## src/logic/playfield_pkg.sv

```systemverilog
`default_nettype none

package playfield_pkg;

    typedef logic [15:0] word_t;                // one vram data word
    typedef logic [15:0] addr_t;                // vram word address
    typedef logic [7:0]  color_t;               // colour index
    typedef logic [10:0] hres_t;                // horizontal count
    typedef logic [1:0]  bpp_t;                 // depth code

    localparam bpp_t BPP_1_ATTR = 2'd0;         // 1 bpp, fore/back nibbles in same word
    localparam bpp_t BPP_4      = 2'd1;         // 4 bpp, two words per group
    localparam bpp_t BPP_8      = 2'd2;         // 8 bpp, four words per group
    localparam bpp_t BPP_XX     = 2'd3;         // treated as 8 bpp

    // eight indices, element 0 is the leftmost pixel and the top byte
    typedef logic [0:7][7:0] pixels_t;

    // one fetched display word, seen raw or as a 1 bpp attribute word
    typedef union packed {
        word_t raw;                             // 4/8 bpp data and storage
        struct packed {
            logic [3:0] back;                   // colour for clear bits
            logic [3:0] fore;                   // colour for set bits
            logic [7:0] bits;                   // pixel 0 at bit 7
        } attr;
    } disp_word_u;

endpackage

`default_nettype wire

```

## src/logic/fetch_words_if.sv

```systemverilog
`timescale 1ns/1ns
`default_nettype none

interface fetch_words_if import playfield_pkg::*; ();

    logic       words_ready;                    // pulse, previous group stable
    disp_word_u disp_word0;                     // first word (attr word in 1 bpp)
    disp_word_u disp_word1;
    disp_word_u disp_word2;
    disp_word_u disp_word3;                     // last word (8 bpp only)
    logic       buf_full;                       // pending buffer holds unshown pixels

    modport fetch (
        output words_ready, disp_word0, disp_word1, disp_word2, disp_word3,
        input  buf_full
    );

    modport expand (
        input  words_ready, disp_word0, disp_word1, disp_word2, disp_word3,
        output buf_full
    );

endinterface

`default_nettype wire

```

## src/logic/bitmap_fetch.sv

```systemverilog
`timescale 1ns/1ns
`default_nettype none

module bitmap_fetch import playfield_pkg::*; (
    input  wire logic       clk,
    input  wire logic       reset_i,
    input  wire logic       mem_fetch_i,        // fetch allowed this line
    input  wire logic       mem_fetch_start_i,  // rewind to line start
    input  wire bpp_t       bpp_i,              // picks 1, 2 or 4 words per group
    input  wire addr_t      line_start_addr_i,
    input  wire word_t      vram_data_i,        // valid cycle after vram_sel_o
    output      logic       vram_sel_o,         // registered read strobe
    output      addr_t      vram_addr_o,        // registered read address
    fetch_words_if.fetch    words
);

    typedef enum logic [2:0] {
        FETCH_IDLE,                             // line not fetching
        FETCH_ADDR,                             // first read of group, waits on buf_full
        FETCH_WAIT,                             // first read in flight
        FETCH_READ_0,                           // word0 on bus
        FETCH_READ_1,                           // word1 on bus
        FETCH_READ_2,                           // word2 on bus
        FETCH_READ_3                            // word3 on bus
    } fetch_st_t;

    fetch_st_t state;
    fetch_st_t state_next;
    addr_t     fetch_addr;                      // next word to request
    logic      issue;                           // request a vram word this cycle
    logic      ready_next;                      // words_ready for previous group
    logic      initial_buf;                     // first group of line, nothing to hand over

    always_comb begin
        state_next = state;
        issue      = 1'b0;
        ready_next = 1'b0;
        case (state)
            FETCH_IDLE: begin
                if (mem_fetch_i) begin
                    state_next = FETCH_ADDR;
                end
            end
            FETCH_ADDR: begin
                if (!mem_fetch_i) begin
                    state_next = FETCH_IDLE;    // line fetch window over
                end else if (!words.buf_full) begin
                    issue      = 1'b1;          // word0 request
                    state_next = FETCH_WAIT;
                end
            end
            FETCH_WAIT: begin
                issue      = (bpp_i != BPP_1_ATTR);  // word1 request
                ready_next = !initial_buf;      // old words still intact next cycle
                state_next = FETCH_READ_0;
            end
            FETCH_READ_0: begin
                if (bpp_i == BPP_1_ATTR) begin
                    state_next = FETCH_ADDR;    // single word group done
                end else begin
                    issue      = (bpp_i != BPP_4);  // word2 request for 8 bpp
                    state_next = FETCH_READ_1;
                end
            end
            FETCH_READ_1: begin
                if (bpp_i == BPP_4) begin
                    state_next = FETCH_ADDR;
                end else begin
                    issue      = 1'b1;          // word3 request
                    state_next = FETCH_READ_2;
                end
            end
            FETCH_READ_2: begin
                state_next = FETCH_READ_3;
            end
            FETCH_READ_3: begin
                state_next = FETCH_ADDR;
            end
            default: begin
                state_next = FETCH_IDLE;
            end
        endcase
    end

    always_ff @(posedge clk) begin
        if (reset_i) begin
            state             <= FETCH_IDLE;
            vram_sel_o        <= 1'b0;
            vram_addr_o       <= '0;
            fetch_addr        <= '0;
            initial_buf       <= 1'b0;
            words.words_ready <= 1'b0;
        end else begin
            state             <= state_next;
            vram_sel_o        <= issue;
            words.words_ready <= ready_next;
            if (issue) begin
                vram_addr_o <= fetch_addr;      // address goes out with strobe
                fetch_addr  <= fetch_addr + 1'b1;
            end
            if (state == FETCH_WAIT) begin
                initial_buf <= 1'b0;            // later groups hand over
            end
            if (mem_fetch_start_i) begin
                fetch_addr  <= line_start_addr_i;  // new line
                initial_buf <= 1'b1;
            end
        end
    end

    // capture returning words, one per read state
    always_ff @(posedge clk) begin
        case (state)
            FETCH_READ_0: words.disp_word0.raw <= vram_data_i;
            FETCH_READ_1: words.disp_word1.raw <= vram_data_i;
            FETCH_READ_2: words.disp_word2.raw <= vram_data_i;
            FETCH_READ_3: words.disp_word3.raw <= vram_data_i;
            default: ;
        endcase
    end

endmodule

`default_nettype wire

```

## src/logic/pixel_expand.sv

```systemverilog
`timescale 1ns/1ns
`default_nettype none

module pixel_expand import playfield_pkg::*; (
    input  wire logic       clk,
    input  wire logic       reset_i,
    input  wire bpp_t       bpp_i,
    input  wire logic       mem_fetch_start_i,  // drop any leftover pixels
    input  wire logic       buf_take_i,         // shifter took pending pixels
    output      pixels_t    pend_pixels_o,      // pixels waiting for shifter
    fetch_words_if.expand   words
);

    // each bit picks fore or back, upper nibble zero
    function automatic pixels_t expand_1bpp(disp_word_u w);
        pixels_t p;
        for (int i = 0; i < 8; i++) begin
            p[i] = {4'h0, w.attr.bits[7 - i] ? w.attr.fore : w.attr.back};
        end
        return p;
    endfunction

    // nibbles left to right, word0 first
    function automatic pixels_t expand_4bpp(disp_word_u w0, disp_word_u w1);
        logic [31:0] nib;
        pixels_t     p;
        nib = {w0.raw, w1.raw};
        for (int i = 0; i < 8; i++) begin
            p[i] = {4'h0, nib[31 - 4 * i -: 4]};
        end
        return p;
    endfunction

    always_ff @(posedge clk) begin
        if (words.words_ready) begin
            case (bpp_i)
                BPP_1_ATTR: pend_pixels_o <= expand_1bpp(words.disp_word0);
                BPP_4:      pend_pixels_o <= expand_4bpp(words.disp_word0, words.disp_word1);
                BPP_8,
                BPP_XX:     pend_pixels_o <= {words.disp_word0.raw, words.disp_word1.raw,
                                              words.disp_word2.raw, words.disp_word3.raw};
            endcase
        end
    end

    always_ff @(posedge clk) begin
        if (reset_i) begin
            words.buf_full <= 1'b0;
        end else begin
            if (buf_take_i) begin
                words.buf_full <= 1'b0;
            end
            if (words.words_ready) begin
                words.buf_full <= 1'b1;         // new load wins over take of old one
            end
            if (mem_fetch_start_i) begin
                words.buf_full <= 1'b0;         // line restart
            end
        end
    end

endmodule

`default_nettype wire

```

## src/logic/pixel_scanout.sv

```systemverilog
`timescale 1ns/1ns
`default_nettype none

module pixel_scanout import playfield_pkg::*; #(
    parameter int H_SCANOUT_BEGIN = 30          // h count offset of visible area
) (
    input  wire logic       clk,
    input  wire logic       reset_i,
    input  wire hres_t      h_count_i,
    input  wire logic       mem_fetch_i,        // scanout only starts inside fetch window
    input  wire logic       mem_fetch_start_i,  // latch window counts
    input  wire logic       end_of_line_i,      // forces scanout off
    input  wire hres_t      vid_left_i,
    input  wire hres_t      vid_right_i,
    input  wire logic [1:0] h_repeat_i,         // extra cycles per pixel
    input  wire color_t     border_color_i,
    input  wire color_t     colorbase_i,
    input  wire pixels_t    pend_pixels_i,
    output      logic       buf_take_o,         // pending pixels copied this cycle
    output      color_t     pf_color_index_o
);

    hres_t      start_hcount;                   // count that loads first group
    hres_t      end_hcount;                     // last count showing data
    logic       scanout;                        // shifter running
    logic       scanout_start;
    logic       scanout_stop;
    logic       next_pixel;                     // repeat count expired
    logic [1:0] h_cnt;                          // repeat countdown
    logic [2:0] col;                            // pixel within group
    pixels_t    pixels;                         // shifter, element 0 on output

    assign scanout_start = (h_count_i == start_hcount) && mem_fetch_i;
    assign scanout_stop  = (h_count_i == end_hcount) || end_of_line_i;
    assign next_pixel    = scanout && !scanout_stop && (h_cnt == 2'd0);
    assign buf_take_o    = scanout_start || (next_pixel && (col == 3'd7));

    assign pf_color_index_o = pixels[0] ^ colorbase_i;

    always_ff @(posedge clk) begin
        if (reset_i) begin
            start_hcount <= '0;
            end_hcount   <= '0;
            scanout      <= 1'b0;
            h_cnt        <= '0;
            col          <= '0;
        end else begin
            if (mem_fetch_start_i) begin
                start_hcount <= hres_t'(H_SCANOUT_BEGIN) + vid_left_i;
                end_hcount   <= hres_t'(H_SCANOUT_BEGIN) + vid_right_i;
            end
            if (scanout_start) begin
                scanout <= 1'b1;
                h_cnt   <= h_repeat_i;          // first pixel held full time
                col     <= '0;
            end else if (scanout) begin
                if (h_cnt != 2'd0) begin
                    h_cnt <= h_cnt - 1'b1;
                end else begin
                    h_cnt <= h_repeat_i;
                    col   <= col + 1'b1;        // wraps to next group
                end
            end
            if (scanout_stop) begin
                scanout <= 1'b0;
            end
        end
    end

    always_ff @(posedge clk) begin
        if (scanout_start) begin
            pixels <= pend_pixels_i;            // first group of line
        end else if (next_pixel) begin
            if (col == 3'd7) begin
                pixels <= pend_pixels_i;        // group done, reload
            end else begin
                pixels <= {pixels[1:7], border_color_i};  // border fills behind
            end
        end else if (!scanout || scanout_stop) begin
            pixels[0] <= border_color_i;        // outside window
        end
    end

endmodule

`default_nettype wire

```

## src/logic/line_scan.sv

```systemverilog
`timescale 1ns/1ns
`default_nettype none

module line_scan import playfield_pkg::*; (
    input  wire logic       clk,
    input  wire logic       reset_i,
    input  wire logic       end_of_line_i,
    input  wire logic       end_of_frame_i,     // wins over end of line
    input  wire addr_t      start_addr_i,       // frame start, sampled at frame end
    input  wire word_t      line_len_i,         // words between line starts
    input  wire logic [1:0] v_repeat_i,         // extra repeats of each line
    output      addr_t      line_start_addr_o
);

    logic [1:0] v_cnt;                          // repeats left for this line

    always_ff @(posedge clk) begin
        if (reset_i) begin
            v_cnt             <= '0;
            line_start_addr_o <= '0;
        end else if (end_of_frame_i) begin
            v_cnt             <= v_repeat_i;    // next frame from top
            line_start_addr_o <= start_addr_i;
        end else if (end_of_line_i) begin
            if (v_cnt != 2'd0) begin
                v_cnt <= v_cnt - 1'b1;          // show same line again
            end else begin
                v_cnt             <= v_repeat_i;
                line_start_addr_o <= line_start_addr_o + line_len_i;  // step one line
            end
        end
    end

endmodule

`default_nettype wire

```

## src/logic/playfield_top.sv

```systemverilog
`timescale 1ns/1ns
`default_nettype none

module playfield_top import playfield_pkg::*; #(
    parameter int H_SCANOUT_BEGIN = 30          // h count where visible area begins
) (
    input  wire logic       clk,
    input  wire logic       reset_i,
    input  wire hres_t      h_count_i,          // horizontal timing count
    input  wire logic       mem_fetch_i,        // fetch enable level
    input  wire logic       mem_fetch_start_i,  // once per line, before fetch
    input  wire logic       end_of_line_i,      // last count of line
    input  wire logic       end_of_frame_i,     // last line of frame
    input  wire color_t     border_color_i,
    input  wire hres_t      vid_left_i,         // left window edge
    input  wire hres_t      vid_right_i,        // right window edge
    input  wire word_t      vram_data_i,
    input  wire addr_t      start_addr_i,       // frame start word address
    input  wire word_t      line_len_i,         // words per line
    input  wire color_t     colorbase_i,        // xor'd onto every index
    input  wire bpp_t       bpp_i,
    input  wire logic [1:0] h_repeat_i,
    input  wire logic [1:0] v_repeat_i,
    output      logic       vram_sel_o,
    output      addr_t      vram_addr_o,
    output      color_t     pf_color_index_o
);

    logic    buf_take;                          // scanout copied pending buffer
    pixels_t pend_pixels;                       // next eight pixels
    addr_t   line_start_addr;                   // first word of current line

    fetch_words_if i_fetch_words ();

    bitmap_fetch i_bitmap_fetch (
        .clk               (clk),
        .reset_i           (reset_i),
        .mem_fetch_i       (mem_fetch_i),
        .mem_fetch_start_i (mem_fetch_start_i),
        .bpp_i             (bpp_i),
        .line_start_addr_i (line_start_addr),
        .vram_data_i       (vram_data_i),
        .vram_sel_o        (vram_sel_o),
        .vram_addr_o       (vram_addr_o),
        .words             (i_fetch_words.fetch)
    );

    pixel_expand i_pixel_expand (
        .clk               (clk),
        .reset_i           (reset_i),
        .bpp_i             (bpp_i),
        .mem_fetch_start_i (mem_fetch_start_i),
        .buf_take_i        (buf_take),
        .pend_pixels_o     (pend_pixels),
        .words             (i_fetch_words.expand)
    );

    pixel_scanout #(
        .H_SCANOUT_BEGIN   (H_SCANOUT_BEGIN)
    ) i_pixel_scanout (
        .clk               (clk),
        .reset_i           (reset_i),
        .h_count_i         (h_count_i),
        .mem_fetch_i       (mem_fetch_i),
        .mem_fetch_start_i (mem_fetch_start_i),
        .end_of_line_i     (end_of_line_i),
        .vid_left_i        (vid_left_i),
        .vid_right_i       (vid_right_i),
        .h_repeat_i        (h_repeat_i),
        .border_color_i    (border_color_i),
        .colorbase_i       (colorbase_i),
        .pend_pixels_i     (pend_pixels),
        .buf_take_o        (buf_take),
        .pf_color_index_o  (pf_color_index_o)
    );

    line_scan i_line_scan (
        .clk               (clk),
        .reset_i           (reset_i),
        .end_of_line_i     (end_of_line_i),
        .end_of_frame_i    (end_of_frame_i),
        .start_addr_i      (start_addr_i),
        .line_len_i        (line_len_i),
        .v_repeat_i        (v_repeat_i),
        .line_start_addr_o (line_start_addr)
    );

endmodule

`default_nettype wire

```

## config.mk

```make
export PLATFORM = sky130hd
export DESIGN_NAME = playfield_top
export DESIGN_NICKNAME = d
export VERILOG_FILES = /design/src/logic/playfield_pkg.sv /design/src/logic/fetch_words_if.sv /design/src/logic/bitmap_fetch.sv /design/src/logic/pixel_expand.sv /design/src/logic/pixel_scanout.sv /design/src/logic/line_scan.sv /design/src/logic/playfield_top.sv
export SDC_FILE = /design/constraint.sdc
export NUM_CORES = 1
export LEC_CHECK = 0
export ABC_AREA = 1
export BUFFER_PORTS_ARGS = -buffer_cell sky130_fd_sc_hd__buf_2
export CAP_MARGIN = 20
export CELL_PAD_IN_SITES_DETAIL_PLACEMENT = 1
export CELL_PAD_IN_SITES_GLOBAL_PLACEMENT = 1
export CORE_MARGIN = 1
export CORE_UTILIZATION = 40
export CTS_BUF_LIST = sky130_fd_sc_hd__clkbuf_2 sky130_fd_sc_hd__clkbuf_4 sky130_fd_sc_hd__clkbuf_8
export CTS_CLUSTER_SIZE = 30
export DETAILED_ROUTE_END_ITERATION = 7
export PLACE_DENSITY = 0.83
export SYNTH_ARGS = -nofsm -noshare
export SYNTH_HDL_FRONTEND = slang
export SYNTH_SLANG_ARGS = --single-unit
```

## constraint.sdc

```tcl
create_clock -name clk -period 3 [get_ports clk]
set_input_delay 0.45 -clock clk [delete_from_list [all_inputs] [get_ports clk]]
set_output_delay 0.45 -clock clk [all_outputs]
set_load 0.01 [all_outputs]
```

==> results of run 1 <==
## state kept, by name (all words and copies together), names as in the netlist
name                              cells
i_pixel_expand.pend_pixels_o         64
i_pixel_scanout.pixels               64
i_bitmap_fetch.fetch_addr            16
i_bitmap_fetch.vram_addr_o           16
i_bitmap_fetch.words.disp_word0      16
i_bitmap_fetch.words.disp_word1      16
i_bitmap_fetch.words.disp_word2      16
i_bitmap_fetch.words.disp_word3      16
i_line_scan.line_start_addr_o        16
i_pixel_scanout.end_hcount           11
i_pixel_scanout.start_hcount         11
i_bitmap_fetch.state                  3
i_pixel_scanout.col                   3
i_line_scan.v_cnt                     2
i_pixel_scanout.h_cnt                 2
i_bitmap_fetch.initial_buf            1
i_bitmap_fetch.vram_sel_o             1
i_bitmap_fetch.words.words_ready      1
i_pixel_expand.words.buf_full         1
i_pixel_scanout.scanout               1
## worst max-delay path by stage
stage	endpoint	slack, ns	from	depth (start not counted)
6_report	i_pixel_scanout.pixels[6]$_DFFE_PP_	0.84	i_pixel_scanout.start_hcount[10]$_SDFFE_PP0P_	7
5_1_grt	i_pixel_scanout.pixels[6]$_DFFE_PP_	0.59	i_pixel_scanout.start_hcount[3]$_SDFFE_PP0P_	9
4_1_cts	i_pixel_scanout.pixels[6]$_DFFE_PP_	0.84	i_pixel_scanout.start_hcount[10]$_SDFFE_PP0P_	7
3_5_place_dp	i_bitmap_fetch.fetch_addr[12]$_SDFFE_PP0P_	0.57	bpp_i[1]	10
3_3_place_gp	i_bitmap_fetch.fetch_addr[11]$_SDFFE_PP0P_	0.64	bpp_i[1]	10
2_1_floorplan	i_pixel_scanout.pixels[0]$_DFFE_PP_	0.23	h_count_i[1]	8
## worst reg2reg max path: cells and delay by family, from the launching register on
kind	cells	cell delay, ns
XOR/XNOR	1	0.37
AO/OA/AOI/OAI	1	0.13
flip-flops	1	0.32
AND/OR/NAND/NOR	5	1.18
## power by group
part / switching (W) / internal (W) / leakage (nW)
clock: 0.00152 / 0.00184 / 0.491
combinational: 0.000601 / 0.000329 / 3.72
sequential: 0.0000893 / 0.00418 / 2.44
## through the flow
step | worst slack (ns) | total power (W)
floorplan | 0.234 | 0.00492
global placement | 0.639 | 0.00523
detailed placement | 0.572 | 0.00527
CTS | 0.836 | 0.00862
global route | 0.591 | 0.00888
finish | 0.841 | 0.00856
## cell families (layout without fill, tap and decap cells)
logic type	count (synthesis)	in the layout	share of synthesized area
mux	8	8	0.00601
fa+ha+maj	21	21	0.0203
compound gates	235	235	0.0985
xor+xnor	33	33	0.0217
flops	277	277	0.560
simple gates	705	705	0.221
buf+inv	235	414	0.0721
other cells	0	2	0
## area by class of cell
cell class	count	share of cell area
sequential	277	0.486
multi-input combinational	1002	0.320
timing repair buffer	155	0.0549
clock buffer	68	0.0532
inverter	177	0.0432
tap	442	0.0360
clock inverter	14	0.00660
antenna	2	0.000326
## synthesized netlist by cell type (all sizes together) (24+ instances only)
cell / number / area share
nand2: 449 / 0.13
edfxtp: 192 / 0.43
inv: 176 / 0.050
nand3: 115 / 0.043
nor2: 100 / 0.031
o21ai: 99 / 0.038
a21oi: 91 / 0.034
dfxtp: 85 / 0.13
buf: 31 / 0.014
clkbuf: 27 / 0.0078
xor2: 24 / 0.016
## metal layers
layer  vias to the layer above  global-route usage
li1                       5336                   -
met3                        95              0.0466
met2                       315               0.406
met5                         -                   0
met1                      5348               0.289
met4                        10              0.0823
==> summary.md, run 1 <==
| Metric | Value |
|---|---|
| Slowest Stage Delay on Critical Path | `0.55 ns` |
| Clock root cell | `clkbuf_8` |
| Clock buffer count from CTS | `46` |
| Arrival time worst endpoint | `roughly 2.6 ns` |
| RSZ-0062 raised after global routing | `false` |
| H-tree Lvls | `2` |
| CTS Sinks | `277` |
| Sequential cell area | `7470 um2` |
| Routability cong. | `about 0.89` |
| Worst-Margin Slew | `0.885 ns` |
| # nets final | `roughly 1.8k` |
| Reg-to-reg startpoint | `i_pixel_scanout.start_hcount[10]$_SDFFE_PP0P_` |
| Detailed Routing Iterations Pass 1 | `5` |
| Grt ovf | `0` |
| Final ANT Viol Nets | `0` |
| VDD IR max | `0.000288 V` |
| CTS tree | `yes` |
| Routed wire length on met3 | `around 2200 um` |
| Row count | `66` |
| Met1 Wirelength | `around 16000 um` |
| Worst Min Path Start | `vram_data_i[15]` |
| Core area | `32700 um2` |
| Maximum clock rate | `463 MHz` |
| Setup TNS Final | `0 ns` |
| Final cell count without fillers | `2137` |
| Tmin final | `2.16 ns` |
| FILL cells | `3977` |
| Primary FF master, synth | `edfxtp_1` |
| Largest net degree at the start of global routing | `66` |
| Post-synth EDFFs | `roughly 190` |
| Crit-path max FO | `64` |
| Crit-path cells | `xnor2_1, nand2_1, nor2_2, nand2_4, nand2_4, nand2_1, o21ai_1` |
| Drt initial violations | `859` |
| Commonest non-fill, non-tap cell in the layout | `nand2_1` |
| Die Ht | `185 um` |
| Routed WL | `around 39000 um` |
| Reg2reg end | `i_pixel_scanout.pixels[6]$_DFFE_PP_` |
| Die ar. | `34100 um2` |
| Most frequent cells in the layout | `442 x nand2_1, 192 x edfxtp_1, 174 x inv_1` |
| Top routing layer used | `met5` |
| Area growth syn-to-layout | `15.2%` |
| Post-Syn Area | `13300 um2` |
| Capturing element type of the critical path | `register` |
| Crit path kind | `reg2reg` |
| Ys Warns | `0` |
| Hold Violations, Final | `0` |
| Initial antenna violation count | `7` |
| Placed Area | `14400 um2` |
| FF-to-FF path depth | `7` |
| Worst Skew | `between 0.03 and 0.04 ns` |
| Detail Route met2 WL | `19000 um` |
| Worst-path clk slew | `about 0.060 ns` |
| Syn nets | `1644` |
| Drt wl/cell | `around 18 um` |
| Via/cell ratio | `5.20` |
| Worst-skew pair later-pin latency | `0.58 ns` |
| WP data required | `3.42 ns` |
| Avg Inst Size Synth | `8.80 um2` |
| Relative slew margins | `0.410` |
| WHS | `between 0.09 and 0.1 ns` |
| Port Buffer Count | `133` |
| WP buf/inv | `0` |
| Setup bufs post-CTS | `0` |
| Vias post-DR | `11.1k` |
| Initial Util | `0.408` |
| Slew Limit Fails | `0` |
| Hold-fix buffers, CTS | `0` |
| Slowest CP cell | `nand2_4` |
| DR DRC count | `0` |
| First-pass GRT wire length | `62000 um` |
| Gr usage total | `0.234` |
| LEAKAGE | `6.66 nW` |
| Hold WC Path Type | `in2reg` |
| Post-CTS sizing | `0` |
| Maximum root-to-sink buffer count | `3` |
| Post-Syn Instances | `1514` |
| Layout cells sized above 1 | `0.152` |
| Seq cells post-synth | `277` |
| Startpoint type of the worst setup path | `register` |
| Pwr dens | `~560 nW/um2` |
| Max Cap Viol | `0` |
| Placed cells | `2053` |
| Core Util, Final | `0.470` |
| Vias in the first global route | `11.8k` |
| Netlist cell types | `46` |
| Hold Crit Endpoint | `i_bitmap_fetch.words.disp_word2[15]$_DFFE_PN_` |
| Critical path's top delay family | `simple AND/OR/NAND/NOR gates` |
| Post-route cell area | `approximately 15000 um2` |
| Area of the multi-input gates | `4910 um2` |
| Outcome | `finished clean` |
| Async SR Flop Fraction | `0` |
| Final critical-path share of the clock period | `0.720` |
| FF-to-FF setup slack | `about 0.84 ns` |
| # setup viols final | `0` |
| Sequential share of the synthesized area | `0.560` |
| Die width | `185 um` |
| Dpl hpwl | `around 28000 um` |
| Hold path depth | `1` |
| # IOs | `134` |
Note: power is estimated with default switching activity, not from simulation.
==> run 2, diff against run 1 <==
--- a/config.mk
+++ b/config.mk
@@ -5,7 +5,7 @@
 export SDC_FILE = /design/constraint.sdc
 export NUM_CORES = 1
 export LEC_CHECK = 0
-export ABC_AREA = 1
+export ABC_AREA = 0
 export BUFFER_PORTS_ARGS = -buffer_cell sky130_fd_sc_hd__buf_2
 export CAP_MARGIN = 20
 export CELL_PAD_IN_SITES_DETAIL_PLACEMENT = 1
==> constraint.sdc (replaced) <==
create_clock -name clk -period 1.85 [get_ports clk]
set_input_delay 0.2775 -clock clk [delete_from_list [all_inputs] [get_ports clk]]
set_output_delay 0.2775 -clock clk [all_outputs]
set_load 0.01 [all_outputs]
==> run 2 against run 1 <==
Compared with the run above: the run now ends with setup timing left; cell area rose by 9.6%; clock power rose by 85%; combinational power rose by 110%; final cell count fell by 16%; clock skew rose by 0.019 ns; critical path type unchanged; routed wire length rose by 20%; largest cell class unchanged.
==> summary.md, run 2 <==
| Metric | Value |
|---|---|
| Outcome | `complete, but fails checks` |
| Failing checks | `setup timing` |
| WP data required | `2.19 ns (-1.23 ns)` |
| LEAKAGE | `6.38 nW (-4.1%)` |
| Primary FF master, synth | `edfxtp_1` |
| Gr usage total | `0.252 (+0.0175)` |
| VDD IR max | `0.000536 V (+86%)` |
| Post-route cell area | `16800 um2 (+9.6%)` |
| # IOs | `134 (unchanged)` |
| Capturing element type of the critical path | `register` |
| Reg2reg end | `i_pixel_scanout.pixels[0]$_DFFE_PP_` |
| Arrival time worst endpoint | `2.45 ns (-0.13 ns)` |
| Routed WL | `46600 um (+20%)` |
| Routed wire length on met3 | `3010 um (+35%)` |
| Drt wl/cell | `25.9 um (+42%)` |
| Async SR Flop Fraction | `0 (unchanged)` |
| Netlist cell types | `71 (+54%)` |
| Detail Route met2 WL | `23100 um (+21%)` |
| Hold WC Path Type | `in2reg` |
| FF-to-FF setup slack | `-0.26 ns (-1.10 ns)` |
| Place WS | `-0.405 ns (-0.977 ns)` |
| FF-to-FF path depth | `6 (-1)` |
| Dpl hpwl | `25300 um (-10%)` |
| Die width | `180 um (-2.2%)` |
| Setup ws final | `-0.261 ns (-1.10 ns)` |
| Pwr dens | `897 nW/um2 (+61%)` |
| Final ANT Viol Nets | `0 (unchanged)` |
| Layout cells sized above 1 | `0.371 (+0.218)` |
| Worst Min Path Start | `start_addr_i[7]` |
| Crit-path cells | `xnor2_2, nand4_1, or3_4, nand2b_4, buf_6, mux2_2` |
| Most common library cells after synthesis | `192 x edfxtp_1, 98 x nor2_1, 97 x nand2_1` |
| Post-Syn Instances | `1080 (-29%)` |
| Most frequent cell after synthesis | `edfxtp_1` |
| RSZ-0062 raised after global routing | `true` |
| Critical path's top delay family | `simple AND/OR/NAND/NOR gates` |
| Area growth syn-to-layout | `32.2%` |
| Row count | `64 (-3.0%)` |
| Clock root cell | `clkbuf_8` |
| Syn nets | `1210 (-26%)` |
| Top-area cell type share of the netlist area | `0.453 (+0.0202)` |
| Slowest Stage Delay on Critical Path | `0.42 ns (-0.13 ns)` |
| # nets final | `1493 (-17%)` |
| # setup viols final | `151 (+151)` |
| Clock buffer count from CTS | `47 (+2.2%)` |
| Sequential share of the synthesized area | `0.586 (+0.0262)` |
| Relative slew margins | `0.596 (+0.186)` |
| Maximum clock rate | `474 MHz (+2.3%)` |
| Die Ht | `180 um (-2.2%)` |
| Top routing layer used | `met5` |
| WHS | `0.00998 ns (-0.0825 ns)` |
| Placed cells | `1656 (-19%)` |
| DR DRC count | `0 (unchanged)` |
| Core area | `31000 um2 (-5.2%)` |
| Via/cell ratio | `5.82 (+12%)` |
| Vias in the first global route | `10.7k (-9.4%)` |
| Final cell count without fillers | `1798 (-16%)` |
| H-tree Lvls | `2 (unchanged)` |
| Avg Inst Size Synth | `11.8 um2 (+34%)` |
| Drt initial violations | `966 (+12%)` |
| Die ar. | `32600 um2 (-4.4%)` |
| Vias post-DR | `10.5k (-5.7%)` |
| Seq cells post-synth | `277 (unchanged)` |
| Worst Skew | `0.0561 ns (+0.0187 ns)` |
| Post-synth EDFFs | `192 (unchanged)` |
| Reg-to-reg startpoint | `i_pixel_scanout.start_hcount[4]$_SDFFE_PP0P_` |
| Hold Violations, Final | `0 (unchanged)` |
| Tmin final | `2.11 ns (-0.0479 ns)` |
| First-pass GRT wire length | `63100 um (+1.7%)` |
| Detailed Routing Iterations Pass 1 | `5 (unchanged)` |
| Largest net degree at the start of global routing | `47 (-29%)` |
| Cell accounting for the most synthesized area | `edfxtp_1` |
| Regs by FF count | `i_pixel_expand.pend_pixels_o: 64 flops, i_pixel_scanout.pixels: 64 flops` |
| Maximum root-to-sink buffer count | `3 (unchanged)` |
| Worst-Margin Slew | `0.605 ns (-0.281 ns)` |
| Hold Crit Endpoint | `i_line_scan.line_start_addr_o[7]$_SDFFE_PP0P_` |
| Routability cong. | `0.853 (-4.1%)` |
| Slew Limit Fails | `0 (unchanged)` |
| CTS Sinks | `277 (unchanged)` |
| Ys Warns | `0 (unchanged)` |
| Grt ovf | `0 (unchanged)` |
| Slowest CP cell | `dfxtp_1` |
| Initial antenna violation count | `5 (-2)` |
| Worst-path clk slew | `0.08 ns (+0.02 ns)` |
| Startpoint type of the worst setup path | `register` |
| Post-Syn Area | `12700 um2 (-4.5%)` |
| Crit-path max FO | `7 (-89%)` |
| Most frequent cells in the layout | `192 x edfxtp_1, 133 x buf_2, 106 x buf_4` |
| Port Buffer Count | `133 (unchanged)` |
| Final critical-path share of the clock period | `1.14 (+0.421)` |
| Worst-skew pair later-pin latency | `0.61 ns (+0.03 ns)` |
| Crit path kind | `reg2reg` |
| Max Cap Viol | `0 (unchanged)` |
| FILL cells | `3218 (-19%)` |
| Hold path depth | `3 (+2)` |
| Commonest non-fill, non-tap cell in the layout | `edfxtp_1` |
| Power consumption | `0.0151 W (+76%)` |
| Area contributors post-synth | `edfxtp_1 45%, dfxtp_1 13%, mux2_2 5.3%` |
| Placed Area | `14700 um2 (+1.5%)` |
| Initial Util | `0.411 (+0.00330)` |
| Met1 Wirelength | `18100 um (+9.9%)` |
| CTS tree | `yes` |
| WP buf/inv | `1 (+1)` |
run 2: cell count changes after synthesis, sizes merged, moves of 13 or more:
cell and change:
xnor2 +16, nand3 -101, clkbuf +18, inv -165
a211oi +41, o21ai -42, and2 +30, o221ai -18
mux2 +60, nand2 -351, nand4 +13, a21oi -28
xor2 +15, mux2i +28
run 2: routing by layer:
metal | track usage | vias to the layer above
li1 | - | 4547
met1 | 0.314 | 5178
met2 | 0.432 | 574
met3 | 0.0447 | 169
met4 | 0.102 | 2
met5 | 0 | -
run 2: through the flow:
step,utilization,TNS [ns]
finish,0.543,-23.01
detailed placement,0.473,-41.39
floorplan,-,-5.94
global placement,0.473,-24.93
global route,0.543,-29.75
CTS,0.525,-9.38
run 2: worst max-delay path by stage:
stage / from / endpoint / slack [ns] / cells past startpoint
floorplan: i_pixel_scanout.start_hcount[2]$_SDFFE_PP0P_ / i_pixel_scanout.pixels[11]$_DFFE_PP_ / -0.12 / 8
global placement: h_count_i[10] / i_pixel_scanout.pixels[7]$_DFFE_PP_ / -0.26 / 7
detailed placement: h_count_i[1] / i_pixel_scanout.pixels[23]$_DFFE_PP_ / -0.40 / 7
CTS: i_pixel_scanout.start_hcount[2]$_SDFFE_PP0P_ / i_pixel_scanout.pixels[23]$_DFFE_PP_ / -0.19 / 6
global route: i_pixel_scanout.start_hcount[9]$_SDFFE_PP0P_ / i_pixel_scanout.pixels[0]$_DFFE_PP_ / -0.28 / 6
finish: i_pixel_scanout.start_hcount[4]$_SDFFE_PP0P_ / i_pixel_scanout.pixels[0]$_DFFE_PP_ / -0.26 / 6
run 2: what timing repair did:
action	CTS	global route
setup buffers	8	20
gates cloned	2	3
hold endpoints to repair	74	0
pin swaps	13	24
resized for setup	46	94
hold buffers	26	0
setup endpoints to repair	146	156
run 2: layout make-up:
type / count / area, um2 / area share
flip-flops and latches: 277 / 7490 / 0.445
multi-input cells: 726 / 5520 / 0.328
repair buffers: 299 / 2260 / 0.134
clock buffers: 65 / 813 / 0.0483
well taps: 396 / 495 / 0.0294
clock inverters: 18 / 200 / 0.0119
inverters: 12 / 45.0 / 0.00268
diodes: 5 / 12.5 / 0.000743
run 2: logic make-up after synthesis:
family,count (synthesis),share of synthesized area
AND/OR/NAND/NOR,322,0.119
flip-flops,277,0.586
AO/OA/AOI/OAI,223,0.117
multiplexers,96,0.0814
buffers and inverters,77,0.0307
XOR/XNOR,64,0.0440
adder cells (fa/ha/maj),21,0.0212
run 2: power breakdown:
part           switching, W  internal (W)
logic               0.00106      0.000899
registers          0.000162       0.00675
clock network       0.00280       0.00343
total               0.00403        0.0111
run 2: worst min-delay path, stage by stage:
cell and delay, ns:
buf_2 0.07, a22oi_1 0.08, a21oi_2 0.13
==> run 3, diff against run 2 <==
--- a/config.mk
+++ b/config.mk
@@ -16,6 +16,7 @@
 export CTS_CLUSTER_SIZE = 30
 export DETAILED_ROUTE_END_ITERATION = 7
 export PLACE_DENSITY = 0.83
+export SKIP_CTS_REPAIR_TIMING = 1
 export SYNTH_ARGS = -nofsm -noshare
 export SYNTH_HDL_FRONTEND = slang
 export SYNTH_SLANG_ARGS = --single-unit
==> run 3 against run 2 <==
Compared with the run above: the run ends with hold timing, setup timing left; sequential share of layout area is 0.82 points higher; first-iteration DRC count is 19% lower; via count is 1.8% lower; routed wire length is 7.1% lower; maximum frequency is 0.64% higher; sequential power hardly changed; clock power is 1% lower; non-clock buffer count is 20 lower; critical path type unchanged.
==> summary.md, run 3 (synthesized netlist as in run 2, its figures left out) <==
| Metric | Value |
|---|---|
| Post-route cell area | `16500 um2 (-1.9%)` |
| Slew Limit Fails | `0 (unchanged)` |
| Setup ws final | `-0.247 ns (+0.0135 ns)` |
| M2 GR Usage | `0.377 (-0.0547)` |
| Worst-Margin Slew | `0.753 ns (+0.149 ns)` |
| Row count | `64 (unchanged)` |
| Routability cong. | `0.853 (unchanged)` |
| Gr usage total | `0.219 (-0.0326)` |
| FILL cells | `3202 (-0.50%)` |
| Outcome | `complete, but fails checks` |
| Final ANT Viol Nets | `0 (unchanged)` |
| LEAKAGE | `6.22 nW (-2.5%)` |
| VDD IR max | `0.000570 V (+6.4%)` |
| Crit-path max FO | `24 (+17)` |
| Drt initial violations | `785 (-19%)` |
| CTS Sinks | `277 (unchanged)` |
| Relative slew margins | `0.497 (-0.0994)` |
| Max Cap Viol | `0 (unchanged)` |
| Hold Violations, Final | `1 (+1)` |
| Power consumption | `0.0150 W (-0.82%)` |
| Grt ovf | `0 (unchanged)` |
| Initial antenna violation count | `5 (unchanged)` |
| GRT busiest layer | `met2` |
| Drt wl/cell | `24.3 um (-6.1%)` |
| Routed WL | `43300 um (-7.1%)` |
| Port Buffer Count | `133 (unchanged)` |
| Maximum root-to-sink buffer count | `3 (unchanged)` |
| Clock buffer count from CTS | `47 (unchanged)` |
| Commonest non-fill, non-tap cell in the layout | `edfxtp_1` |
| Largest net degree at the start of global routing | `47 (unchanged)` |
| Vias in the first global route | `10.0k (-6.1%)` |
| # IOs | `134 (unchanged)` |
| Placed Area | `14700 um2 (unchanged)` |
| Clock root cell | `clkbuf_8` |
| WHS | `-0.0411 ns (-0.0511 ns)` |
| Core area | `31000 um2 (unchanged)` |
| Detailed Routing Iterations Pass 1 | `6 (+1)` |
| Pwr dens | `907 nW/um2 (+1.1%)` |
| Via/cell ratio | `5.78 (-0.74%)` |
| First-pass GRT wire length | `55800 um (-11%)` |
| Maximum clock rate | `477 MHz (+0.64%)` |
| Initial Util | `0.411 (unchanged)` |
| Area growth syn-to-layout | `29.7%` |
| Capturing element type of the critical path | `register` |
| RSZ-0062 raised after global routing | `true` |
| Worst-path clk slew | `0.06 ns (-0.02 ns)` |
| # setup viols final | `137 (-9.3%)` |
| Vias post-DR | `10.3k (-1.8%)` |
| Worst-skew pair later-pin latency | `0.60 ns (about the same)` |
| Arrival time worst endpoint | `2.43 ns (-0.02 ns)` |
| CTS tree | `yes` |
| Failing checks | `hold timing, setup timing` |
| Routing usage on met3 | `0.0410 (-0.00364)` |
| Regs by FF count | `i_pixel_expand.pend_pixels_o: 64 flops, i_pixel_scanout.pixels: 64 flops` |
| Die ar. | `32600 um2 (unchanged)` |
| Tmin final | `2.10 ns (-0.0135 ns)` |
| WP data required | `2.18 ns (about the same)` |
| Most frequent cells in the layout | `192 x edfxtp_1, 133 x buf_2, 98 x buf_4` |
| Grt met1 use | `0.276 (-0.0378)` |
| Dpl hpwl | `25300 um (unchanged)` |
| Die Ht | `180 um (unchanged)` |
| Crit path kind | `reg2reg` |
| Final critical-path share of the clock period | `1.13 (-0.00730)` |
| # nets final | `1474 (-1.3%)` |
| H-tree Lvls | `2 (unchanged)` |
| Hold WC Path Type | `in2reg` |
| Worst Skew | `0.0471 ns (-0.00905 ns)` |
| Startpoint type of the worst setup path | `register` |
| Place WS | `-0.405 ns (unchanged)` |
| DR DRC count | `0 (unchanged)` |
| Layout cells sized above 1 | `0.358 (-0.0130)` |
| Die width | `180 um (unchanged)` |
-- run 3: changes by cell type in the layout (fill, tap and decap cells not counted), sizes merged --
cell         change
buf             -15
nand2            +1
dlygate4sd3      -5
-- run 3: power breakdown --
group	internal [W]	switching [W]	total, W
Sequential	0.00675	0.000159	0.00691
Combinational	0.000877	0.00103	0.00191
Clock	0.00342	0.00274	0.00616
-- run 3: final timing paths --
check | startpoint | endpoint | slack [ns] | cells past startpoint
min reg2reg | i_bitmap_fetch.vram_addr_o[7]$_SDFFE_PP0P_ | i_bitmap_fetch.vram_addr_o[7]$_SDFFE_PP0P_ | 0.46 | 2
max reg2reg | i_pixel_scanout.start_hcount[3]$_SDFFE_PP0P_ | i_pixel_scanout.pixels[21]$_DFFE_PP_ | -0.25 | 6
max | i_pixel_scanout.start_hcount[3]$_SDFFE_PP0P_ | i_pixel_scanout.pixels[21]$_DFFE_PP_ | -0.25 | 6
min | h_repeat_i[1] | i_pixel_scanout.h_cnt[1]$_SDFFE_PP0P_ | -0.04 | 3
-- run 3: routing by layer --
metal	wire, um	up-vias
li1	-	4519
met4	1750	2
met2	21400	479
met3	2540	136
met1	17500	5147
met5	13	-
-- run 3: worst max-delay path, cell delays in order, from the launching register on --
cell and delay [ns]:
dfxtp_2 0.34, xnor2_2 0.19, nand4_1 0.11, or3_4 0.44, nand2b_4 0.16, buf_12 0.21, mux2_2 0.37
-- run 3: stage by stage --
stage	setup TNS (ns)	hold WS, ns	std cells	utilization
CTS	-23.77	-0.101	1739	0.506
finish	-20.12	-0.0411	1779	0.533
detailed placement	-41.39	0.427	1656	0.473
floorplan	-5.94	0.376	1080	-
global route	-27.93	-0.000820	1779	0.533
global placement	-24.93	0.405	1656	0.473
-- run 3: layout make-up --
class,instances,area [um2],area share
clock buffer,65,813,0.0492
clock inverter,18,200,0.0121
tap,396,495,0.0300
sequential,277,7490,0.453
timing repair buffer,279,2080,0.126
multi-input combinational,727,5390,0.326
antenna,5,12.5,0.000757
inverter,12,45.0,0.00273
